--- config.mk ---
export PLATFORM = sky130hd
export DESIGN_NAME = packet_rx_top
export DESIGN_NICKNAME = d
export VERILOG_FILES = /design/src/design/rx_types_pkg.sv /design/src/design/credit_queue.sv /design/src/design/packet_deframer.sv /design/src/design/dest_filter.sv /design/src/design/packet_rx_top.sv
export SDC_FILE = /design/constraint.sdc
export NUM_CORES = 1
export LEC_CHECK = 0
export ABC_CLOCK_PERIOD_IN_PS = 11250
export BUFFER_PORTS_ARGS = -buffer_cell sky130_fd_sc_hd__clkbuf_2
export CAP_MARGIN = 20
export CORE_AREA = 2 2 264 331
export DETAILED_ROUTE_END_ITERATION = 7
export DIE_AREA = 0 0 266 333
export GPL_TIMING_DRIVEN = 0
export PLACE_DENSITY = 0.78
export REMOVE_ABC_BUFFERS = 1
export SLEW_MARGIN = 20
export SYNTH_ARGS = -nofsm -noshare
export SYNTH_HDL_FRONTEND = slang
export SYNTH_SLANG_ARGS = --single-unit
--- constraint.sdc ---
create_clock -name clk -period 11.25 [get_ports clk]
set_clock_uncertainty 0.1 [all_clocks]
set_input_delay 2.25 -clock clk [delete_from_list [all_inputs] [get_ports clk]]
set_output_delay 2.25 -clock clk [all_outputs]
set_load 0.05 [all_outputs]
--- src/design/rx_types_pkg.sv ---
package rx_types_pkg;

  localparam int BEAT_W           = 32;
  localparam int BEATS_PER_PACKET = 8;
  localparam int DATA_BEATS       = 3;
  localparam int COUNT_W          = 8;

  // one stream beat as it crosses the link
  typedef struct packed {
    logic [BEAT_W-1:0] data;
    logic [1:0]        empty;    // carried only, every beat is full
    logic              sop;
    logic              eop;
  } beat_t;

  typedef struct packed {
    logic [31:0] hw_addr;        // whole first address beat
    logic [15:0] sw_addr;        // second beat bits 31:16
    logic [6:0]  port;           // second beat bits 15:9
    logic        flag;           // broadcast marker, bit 8
  } node_addr_t;

  // field order follows the beat order on the wire
  typedef struct packed {
    node_addr_t                   dest_addr;
    node_addr_t                   src_addr;
    logic [BEAT_W-1:0]            lamport;
    logic [DATA_BEATS*BEAT_W-1:0] data;     // first data beat in the low word
  } packet_t;

  typedef logic [COUNT_W-1:0] count_t;

  typedef logic [$clog2(BEATS_PER_PACKET)-1:0] beat_idx_t;

  localparam count_t COUNT_MAX = '1;

  // event counter that sticks at its top value
  function automatic count_t count_inc(input count_t c);
    return (c == COUNT_MAX) ? c : count_t'(c + 1'b1);
  endfunction

endpackage

--- src/design/credit_queue.sv ---
`timescale 1ns/1ns

module credit_queue #(
  parameter type item_t      = logic [31:0],
  parameter int  DEPTH       = 4,
  parameter int  OUT_CREDITS = 2
) (
  input  logic  clk,
  input  logic  reset_n,
  input  item_t in_item,
  input  logic  in_valid,
  output logic  in_credit,
  output item_t out_item,
  output logic  out_valid,
  input  logic  out_credit
);

  localparam int PTR_W = (DEPTH > 1) ? $clog2(DEPTH) : 1;
  localparam int CNT_W = $clog2(DEPTH + 1);
  localparam int CRD_W = $clog2(OUT_CREDITS + 1);

  item_t            mem [DEPTH];
  logic [PTR_W-1:0] wr_ptr;
  logic [PTR_W-1:0] rd_ptr;
  logic [CNT_W-1:0] fill;       // items held
  logic [CRD_W-1:0] credits;    // downstream slots we may use

  function automatic logic [PTR_W-1:0] next_ptr(input logic [PTR_W-1:0] p);
    return (p == PTR_W'(DEPTH - 1)) ? '0 : p + 1'b1;
  endfunction

  // head leaves whenever there is one and the receiver has room
  assign out_valid = (fill != '0) && (credits != '0);
  assign out_item  = mem[rd_ptr];

  always_ff @(posedge clk or negedge reset_n) begin
    if (!reset_n) begin
      wr_ptr    <= '0;
      rd_ptr    <= '0;
      fill      <= '0;
      credits   <= CRD_W'(OUT_CREDITS);
      in_credit <= 1'b0;
    end else begin
      if (in_valid) begin
        wr_ptr <= next_ptr(wr_ptr);
      end
      if (out_valid) begin
        rd_ptr <= next_ptr(rd_ptr);
      end
      fill      <= fill + CNT_W'(in_valid) - CNT_W'(out_valid);
      credits   <= credits + CRD_W'(out_credit) - CRD_W'(out_valid);
      in_credit <= out_valid;  // slot freed last cycle
    end
  end

  always_ff @(posedge clk) begin
    if (in_valid) begin
      mem[wr_ptr] <= in_item;
    end
  end

  // a sender that honours its credits never writes into a full buffer
  a_no_overflow: assert property (@(posedge clk) disable iff (!reset_n)
    in_valid |-> (fill != CNT_W'(DEPTH)));

  // receiver must not hand back more slots than it has
  a_credit_bound: assert property (@(posedge clk) disable iff (!reset_n)
    credits <= CRD_W'(OUT_CREDITS));

endmodule

--- src/design/packet_deframer.sv ---
`timescale 1ns/1ns

module packet_deframer (
  input  logic                  clk,
  input  logic                  reset_n,
  input  rx_types_pkg::beat_t   beat,
  input  logic                  beat_valid,
  output logic                  beat_credit,
  output rx_types_pkg::packet_t pkt,
  output logic                  pkt_valid,
  input  logic                  pkt_credit,
  output rx_types_pkg::count_t  frame_errors
);

  localparam rx_types_pkg::beat_idx_t LAST_IDX =
    rx_types_pkg::beat_idx_t'(rx_types_pkg::BEATS_PER_PACKET - 1);

  rx_types_pkg::beat_t     hold_beat;   // parked while a packet waits
  logic                    hold_valid;
  rx_types_pkg::beat_t     cur;
  logic                    cur_valid;
  logic                    consume;
  rx_types_pkg::beat_idx_t idx;         // next beat position
  rx_types_pkg::beat_idx_t field_idx;
  logic                    hunting;     // skipping to the next sop
  logic                    pkt_done;
  logic                    has_credit;
  logic                    sop_err;
  logic                    eop_err;
  logic                    frame_err;
  logic                    load;
  rx_types_pkg::packet_t   pkt_q;

  assign cur       = hold_valid ? hold_beat : beat;
  assign cur_valid = hold_valid | beat_valid;
  assign consume   = cur_valid & ~pkt_done;

  // sop only on the first beat, and a packet must open with one
  assign sop_err   = cur.sop ? (idx != '0) : ((idx == '0) && !hunting);
  assign eop_err   = cur.sop ? cur.eop
                             : (!hunting && (idx != '0) && (cur.eop != (idx == LAST_IDX)));
  assign frame_err = consume & (sop_err | eop_err);

  // a clean sop always opens a new packet, even after a broken one
  assign load      = consume & ((cur.sop & ~cur.eop) | (~hunting & ~frame_err));
  assign field_idx = cur.sop ? '0 : idx;

  assign pkt_valid = pkt_done & has_credit;
  assign pkt       = pkt_q;

  always_ff @(posedge clk or negedge reset_n) begin
    if (!reset_n) begin
      idx          <= '0;
      hunting      <= 1'b0;
      pkt_done     <= 1'b0;
      hold_valid   <= 1'b0;
      has_credit   <= 1'b1;  // filter register starts empty
      beat_credit  <= 1'b0;
      frame_errors <= '0;
    end else begin
      if (load) begin
        hunting  <= 1'b0;
        pkt_done <= (field_idx == LAST_IDX);
        idx      <= (field_idx == LAST_IDX) ? '0 : field_idx + 1'b1;
      end else if (frame_err) begin
        hunting <= 1'b1;   // drop the partial packet
        idx     <= '0;
      end else if (pkt_valid) begin
        pkt_done <= 1'b0;
      end
      if (beat_valid && pkt_done) begin
        hold_valid <= 1'b1;
      end else if (consume) begin
        hold_valid <= 1'b0;
      end
      if (pkt_credit) begin
        has_credit <= 1'b1;
      end else if (pkt_valid) begin
        has_credit <= 1'b0;
      end
      beat_credit <= consume;
      if (frame_err) begin
        frame_errors <= rx_types_pkg::count_inc(frame_errors);
      end
    end
  end

  always_ff @(posedge clk) begin
    if (beat_valid && pkt_done) begin
      hold_beat <= beat;
    end
    if (load) begin
      case (field_idx)
        3'd0:    pkt_q.dest_addr.hw_addr <= cur.data;
        3'd1:    {pkt_q.dest_addr.sw_addr, pkt_q.dest_addr.port,
                  pkt_q.dest_addr.flag} <= cur.data[31:8];
        3'd2:    pkt_q.src_addr.hw_addr <= cur.data;
        3'd3:    {pkt_q.src_addr.sw_addr, pkt_q.src_addr.port,
                  pkt_q.src_addr.flag} <= cur.data[31:8];
        3'd4:    pkt_q.lamport <= cur.data;
        3'd5:    pkt_q.data[31:0] <= cur.data;
        3'd6:    pkt_q.data[63:32] <= cur.data;
        default: pkt_q.data[95:64] <= cur.data;
      endcase
    end
  end

  // the beat queue holds a single credit, so at most one beat is in flight
  a_one_beat: assert property (@(posedge clk) disable iff (!reset_n)
    beat_valid |-> !hold_valid);

  // the filter hands its one slot back only after we used it
  a_pkt_credit: assert property (@(posedge clk) disable iff (!reset_n)
    pkt_credit |-> !has_credit);

endmodule

--- src/design/dest_filter.sv ---
`timescale 1ns/1ns

module dest_filter #(
  parameter logic [31:0] NODE_HW_ADDR = 32'h0,
  parameter int          PKT_DEPTH    = 2
) (
  input  logic                  clk,
  input  logic                  reset_n,
  input  rx_types_pkg::packet_t in_pkt,
  input  logic                  in_valid,
  output logic                  in_credit,
  output rx_types_pkg::packet_t out_pkt,
  output logic                  out_valid,
  input  logic                  out_credit,
  output rx_types_pkg::count_t  drops
);

  localparam int CRD_W = $clog2(PKT_DEPTH + 1);

  rx_types_pkg::packet_t pkt_q;
  logic                  full;      // register holds an accepted packet
  logic                  accept;
  logic                  drop;
  logic [CRD_W-1:0]      credits;   // free slots in the packet queue

  // ours or broadcast
  assign accept = (in_pkt.dest_addr.hw_addr == NODE_HW_ADDR) || in_pkt.dest_addr.flag;
  assign drop   = in_valid & ~accept;

  assign out_valid = full && (credits != '0);
  assign out_pkt   = pkt_q;

  always_ff @(posedge clk or negedge reset_n) begin
    if (!reset_n) begin
      full      <= 1'b0;
      credits   <= CRD_W'(PKT_DEPTH);
      in_credit <= 1'b0;
      drops     <= '0;
    end else begin
      if (in_valid && accept) begin
        full <= 1'b1;
      end else if (out_valid) begin
        full <= 1'b0;
      end
      credits   <= credits + CRD_W'(out_credit) - CRD_W'(out_valid);
      in_credit <= drop | out_valid;  // register free again
      if (drop) begin
        drops <= rx_types_pkg::count_inc(drops);
      end
    end
  end

  always_ff @(posedge clk) begin
    if (in_valid && accept) begin
      pkt_q <= in_pkt;
    end
  end

  // deframer only sends after we returned the single register slot
  a_no_overwrite: assert property (@(posedge clk) disable iff (!reset_n)
    in_valid |-> !full);

endmodule

--- src/design/packet_rx_top.sv ---
`timescale 1ns/1ns

module packet_rx_top #(
  parameter logic [31:0] NODE_HW_ADDR = 32'h0000_00A5,
  parameter int          BEAT_DEPTH   = 8,
  parameter int          PKT_DEPTH    = 2,
  parameter int          OUT_CREDITS  = 2
) (
  input  logic                  clk,
  input  logic                  reset_n,
  input  rx_types_pkg::beat_t   in_beat,
  input  logic                  in_valid,
  output logic                  in_credit,
  output rx_types_pkg::packet_t out_pkt,
  output logic                  out_valid,
  input  logic                  out_credit,
  output rx_types_pkg::count_t  frame_errors,
  output rx_types_pkg::count_t  drops
);

  localparam int DEFRAMER_SLOTS = 1;  // one-beat holding register

  rx_types_pkg::beat_t   q_beat;
  logic                  q_beat_valid;
  logic                  q_beat_credit;
  rx_types_pkg::packet_t fr_pkt;
  logic                  fr_pkt_valid;
  logic                  fr_pkt_credit;
  rx_types_pkg::packet_t flt_pkt;
  logic                  flt_pkt_valid;
  logic                  flt_pkt_credit;

  credit_queue #(
    .item_t      (rx_types_pkg::beat_t),
    .DEPTH       (BEAT_DEPTH),
    .OUT_CREDITS (DEFRAMER_SLOTS)
  ) beat_queue (
    .clk        (clk),
    .reset_n    (reset_n),
    .in_item    (in_beat),
    .in_valid   (in_valid),
    .in_credit  (in_credit),
    .out_item   (q_beat),
    .out_valid  (q_beat_valid),
    .out_credit (q_beat_credit)
  );

  packet_deframer deframer (
    .clk          (clk),
    .reset_n      (reset_n),
    .beat         (q_beat),
    .beat_valid   (q_beat_valid),
    .beat_credit  (q_beat_credit),
    .pkt          (fr_pkt),
    .pkt_valid    (fr_pkt_valid),
    .pkt_credit   (fr_pkt_credit),
    .frame_errors (frame_errors)
  );

  dest_filter #(
    .NODE_HW_ADDR (NODE_HW_ADDR),
    .PKT_DEPTH    (PKT_DEPTH)
  ) filter (
    .clk        (clk),
    .reset_n    (reset_n),
    .in_pkt     (fr_pkt),
    .in_valid   (fr_pkt_valid),
    .in_credit  (fr_pkt_credit),
    .out_pkt    (flt_pkt),
    .out_valid  (flt_pkt_valid),
    .out_credit (flt_pkt_credit),
    .drops      (drops)
  );

  credit_queue #(
    .item_t      (rx_types_pkg::packet_t),
    .DEPTH       (PKT_DEPTH),
    .OUT_CREDITS (OUT_CREDITS)
  ) pkt_queue (
    .clk        (clk),
    .reset_n    (reset_n),
    .in_item    (flt_pkt),
    .in_valid   (flt_pkt_valid),
    .in_credit  (flt_pkt_credit),
    .out_item   (out_pkt),
    .out_valid  (out_valid),
    .out_credit (out_credit)
  );

endmodule

# Word-level counts from Yosys, hierarchy flattened
# Memories as Yosys holds them, arrays and structs flattened.
# Index checks and enable logic that the tools add are counted.
[totals] reg_bits=563 mem_bits_rw=768 output_inout_bits=258 word_cells=159 n_memories=2
[classes] addsub=17 n_eq_ne=15 muxes=25 bitwise=19 n_reduce_logical=34
[mem_list] memory="pkt_queue.mem" depth=2 width=240 read_ports=1 rd_ports_with_merged_regs=0 write_ports=1 line_no="credit_queue.sv:22" rtl="item_t mem [DEPTH];"
[mem_list] memory="beat_queue.mem" depth=8 width=36 read_ports=1 rd_ports_with_merged_regs=0 write_ports=1 line_no="credit_queue.sv:22"
[op_table] operator="36-bit two-way mux" n=1
[op_table] operator="32-bit by 8-bit == test with 1-bit output, second input constant" n=1
[op_table] operator="2-bit AND reduction" n=11
[op_table] operator="3-bit == test, second input constant" n=7
[op_table] operator="1-bit two-way mux" n=18
[op_table] operator="3-bit two-way mux" n=6
[op_table] operator="8-bit by 1-bit adder with 8-bit output, second input constant" n=2
[op_table] operator="8-bit == test, second input constant" n=2
[op_table] operator="2-bit nonzero test" n=8
[op_table] operator="3-bit by 1-bit adder with 3-bit output, second input constant" n=3
[op_table] operator="1-bit logical AND" n=8
[op_table] operator="1-bit inverter" n=8
[op_table] operator="1-bit bitwise AND" n=7
[op_table] operator="7-bit OR reduction" n=1
[op_table] operator="2-bit by 1-bit adder with 2-bit output" n=3
[op_table] operator="3-bit by 2-bit == test with 1-bit output, second input constant" n=2
[op_table] operator="3-bit logical NOT" n=2
[op_table] operator="2-bit by 1-bit subtractor with 2-bit output" n=3
[op_table] operator="4-bit by 1-bit adder with 4-bit output" n=1
[op_table] operator="1-bit bitwise OR" n=4
[op_table] operator="4-bit nonzero test" n=1
[op_table] operator="4-bit by 1-bit subtractor with 4-bit output" n=1
[op_table] operator="3-bit by 1-bit == test with 1-bit output, second input constant" n=1
[op_table] operator="3-bit nonzero test" n=1
[op_table] operator="7 further kinds" n=8

# Depth between registers and ports, before layout
# An unclocked memory read counts as a cell.
[logic_depth] ltp_word=13 mapped_depth=11 ltp_nobuf=11

# By module
# Synthesis repeated with hierarchy kept, for this count alone.
[unflattened] cells_unflattened=1976 hier_area_um2=47595.6
[modules_own_cells] module="credit_queue (pkt_queue)" n_inst=1 cells_each=778 area_each_um2=18465.2 seq_area_each_um2=14590.2
[modules_own_cells] module="credit_queue (beat_queue)" n_inst=1 cells_each=475 area_each_um2=11463.5 seq_area_each_um2=8949.8
[modules_own_cells] module="packet_deframer" n_inst=1 cells_each=417 area_each_um2=9635.5 seq_area_each_um2=8629.5
[modules_own_cells] module="dest_filter" n_inst=1 cells_each=306 area_each_um2=8031.5 seq_area_each_um2=7508.5

# Worst setup path before layout
# OpenSTA, ideal clock, no wires.
[synth_path] kind="reg-to-reg" start="reg deframer.pkt_q (netlist bit deframer.pkt[221])" end="reg filter.pkt_q (netlist bit filter.out_pkt[0]), enable pin" setup_time_ps=847 arrival_ps=10901 t_required_ps=10303 slack_ps=-598 path_stages_with_launch=6 path_cell_list="edfxtp_1 nor4b_1 nand4_1 nor2_1 nor2_1 nor2_1"
[synth_between] elab_chain_len=3
[synth_rtl] element="from (decl)" line_no="packet_deframer.sv:32" rtl="rx_types_pkg::packet_t pkt_q;"
[synth_rtl] element="32-bit by 8-bit == test with 1-bit output" line_no="dest_filter.sv:27" rtl="assign accept = (in_pkt.dest_addr.hw_addr == NODE_HW_ADDR) || in_pkt.dest_addr.flag;"
[synth_rtl] element="1-bit logical OR" line_no="dest_filter.sv:27"
[synth_rtl] element="1-bit logical AND" line_no="dest_filter.sv:54" rtl="if (in_valid && accept) begin"
[synth_rtl] element="to (signal assigned)" line_no="dest_filter.sv:55" rtl="pkt_q <= in_pkt;"
[synth_rtl] element="to (decl)" line_no="dest_filter.sv:20" rtl="rx_types_pkg::packet_t pkt_q;"
# No other way between the ends.
# A chain may end at the register's enable or synchronous reset.

==> results by group <==
Detailed routing
  – DRT Wirelength: 90,600 µm
  – WL per Instance: 25.2 µm
  – First-pass detailed-route iteration total: 7
  – Routed met1 length: 34,000 µm
  – Drt drc: 0
  – Final ANT Viol Nets: 0
  – Wire length on met3: 5270 µm
  – First DRT Iteration DRCs: 1,530
  – Met2 wire length: 47,600 µm
  – Vias: 20,000
  – Drt via density: 5.56
  – Top Metal Used: met5

Synth
  – Count leader, synth: edfxtp_1
  – Top_reg_cell synth: edfxtp_1
  – Post-synth EDFFs: 1,266
  – Yosys top cell area share: 0.828
  – Async set-or-reset flop fraction in the synthesized netlist: 0.0358
  – Mean post-synth cell area: 23.4 µm²
  – Yosys cell types: 54
  – Largest cells by area after synthesis: edfxtp_1 83%, mux2_2 7.6%, mux4_2 3.2%
  – Cells after synthesis: 1,961
  – Post-synthesis sequential area ratio: 0.854
  – Yosys reg bits: 1,313
  – Yosys top cell by area: edfxtp_1
  – Mapped Area: 45,900 µm²
  – YS warnings: 0
  – Top cells by count, synth: 1,266 x edfxtp_1, 309 x mux2_2, 66 x mux4_2, 43 x dfrtp_1, 42 x clkbuf_1

Run
  – MaxCap Viol Count: 0

CTS
  – Clock Latency Late Sink: 0.70 ns
  – Post-CTS Setup Inserts: 0
  – # hold bufs at CTS: 0
  – CTS Sinks: 1,313
  – Post-CTS sizing: 0
  – CTS root buf: clkbuf_16
  – CTS Buf Count: 116
  – Clock H-tree levels: 3
  – Max clock buf depth: 3
  – CTS tree: yes
  – Reg clk slew, reported paths: 0.06 ns

Finish
  – Final nets: 2,462
  – Fill cell count: 5,451
  – Area of the multi-input gates: 6490 µm²
  – Layout cells sized above 1: 0.385
  – Layout overhead on the synthesized area: 17.5%
  – Finished Layout Cells: 3,598
  – Sequential Area: 39,200 µm²

Placement
  – Port bufs: 295
  – Hpwl dp: 58,500 µm
  – Routability cong.: 0.752
  – DP Cell Count: 3,377
  – Worst slack at placement: 6.32 ns

Run status
  – Status: finished, final reports clean

Floorplanning
  – Io pins: 298
  – Die height: 333 µm
  – Die area: 88,600 µm²
  – Starting Density: 0.538
  – Placeable Area: 85,300 µm²
  – Die Wd: 266 µm
  – Row Count: 120

Timing
  – Slew margin rel.: 0.392
  – Final Cycle Share: 0.480
  – Count of final setup violators: 0
  – Slew of the pin with the lowest slew margin: 0.900 ns
  – RSZ-0062 raised after global routing: false
  – Final hold violations: 0
  – Slew Limit Fails: 0
  – FMAX: 185 MHz
  – Tmin final: 5.40 ns
  – Final WS setup: 5.85 ns

Global route
  – Congestion Overflow GR: 0
  – Largest net degree at the start of global routing: 53
  – Vias in the first global route: 21,200
  – Tot GR Track Use: 0.206
  – First-pass GRT wire length: 134,000 µm
  – Initial antenna violation count: 12

Power
  – VDD IR max: 0.000121 V
  – Cell Pwr Density: 183 nW/µm²
  – Static leakage: 18.0 nW
  – Overall Power: 0.00986 W

Critical path
  – Worst setup EP type: primary output
  – WP data arrival: 3.05 ns
  – Worst setup path startpoint: pkt_queue.rd_ptr
  – Worst r2r src: beat_queue.rd_ptr[0]
  – Worst Path Max Fanout: 52
  – Critical setup path kind: register to primary output
  – Worst setup SP type: register
  – Req. time, crit path: 8.90 ns

Worst hold path
  – Hold Path Class: register to register
  – Hold Startpoint: deframer.pkt[149]
final timing paths:
| check | to | cells past startpoint | slack, ns |
|---|---|---|---|
| hold reg to reg | filter.out_pkt[149] | 0 | 0.31 |
| setup reg to reg | deframer.pkt[171] | 9 | 6.24 |
| max in group asynchronous | beat_queue.rd_ptr[2] | 1 | 9.04 |
| hold / removal | filter.out_pkt[149] | 0 | 0.31 |
| setup / recovery | out_pkt[201] | 5 | 5.85 |
| min in group asynchronous | filter.drops[2] | 1 | 1.50 |
logic make-up (layout without fill, tap and decap cells):
logic type,Yosys count,after routing,share of synthesized area
other,0,4,0
DFF,1313,1313,0.854
and+or+nand+nor,110,110,0.0127
buffers and inverters,83,618,0.00720
adders and majority gates,24,24,0.00671
xor gates and xnor gates,25,25,0.00477
muxes,384,384,0.111
AOI/OAI and AO/OA,22,22,0.00368
flip-flops by register name, summed over array words and instances, names as in the netlist, 2 cells and up:
signal,count
pkt_queue.credits,2
filter.credits,2
beat_queue.mem,272
deframer.hold_beat,34
deframer.pkt,240
beat_queue.fill,4
beat_queue.wr_ptr,3
deframer.idx,3
beat_queue.rd_ptr,3
filter.out_pkt,240
pkt_queue.fill,2
deframer.frame_errors,8
pkt_queue.mem,480
filter.drops,8
per-stage QoR:
stage	TNS, ns	utilization	hold WS [ns]	cell area (µm²)
after global routing	0	0.632	0.315	53900
final	0	0.632	0.308	53900
after global placement	-3510.79	0.569	0.300	48500
after CTS	0	0.632	0.298	53900
after floorplan	-236.20	-	0.290	45700
after detailed placement	0	0.587	0.305	50100
routing by layer:
metal / global-route usage / vias to the layer above
met5: 0 / -
met4: 0.0924 / 18
met3: 0.0407 / 186
met2: 0.360 / 660
met1: 0.249 / 10400
li1: - / 8766
where the power goes:
group	switching (W)	internal [W]	leakage, nW
logic	0.000243	0.000151	4.09
clock network	0.00171	0.00221	1.86
registers	0.0000465	0.00550	12.0
total	0.00200	0.00786	18.0
cell usage in the layout, fill, tap and decap left out, types with 4 or more instances in the layout:
cell / instances
inv_6: 5
diode_2: 4
clkbuf_2: 294
mux2_2: 309
nor4_1: 9
edfxtp_1: 1266
clkbuf_16: 117
nand3_1: 7
dfrtp_1: 39
dfstp_2: 4
buf_12: 27
ha_1: 23
clkbuf_1: 16
mux4_2: 66
xor2_1: 11
nand4_1: 5
dfrtp_4: 4
nor2_4: 10
clkinv_4: 5
nand2b_1: 4
clkinvlp_4: 6
buf_4: 20
xnor2_1: 14
mux2i_1: 4
bufinv_16: 12
a21o_1: 5
nor3_1: 10
clkinv_2: 25
nor2_1: 12
clkinv_1: 23
buf_16: 25
nand2_1: 24
buf_6: 4
inv_1: 30
final cells by class:
type / count / share of cell area
flip-flops and latches: 1313 / 0.728
multi-input cells: 565 / 0.120
clock buffers: 136 / 0.0562
repair buffers: 371 / 0.0539
well taps: 1098 / 0.0255
clock inverters: 80 / 0.0143
inverters: 31 / 0.00216
diodes: 4 / 0.000186
worst max-delay path: stages (launching register included):
cell and delay [ns]:
dfrtp_4 0.73, buf_12 0.29, buf_12 0.26, buf_16 0.30, mux2_2 0.41, clkbuf_2 0.25
(Power assumes the default switching activity.)
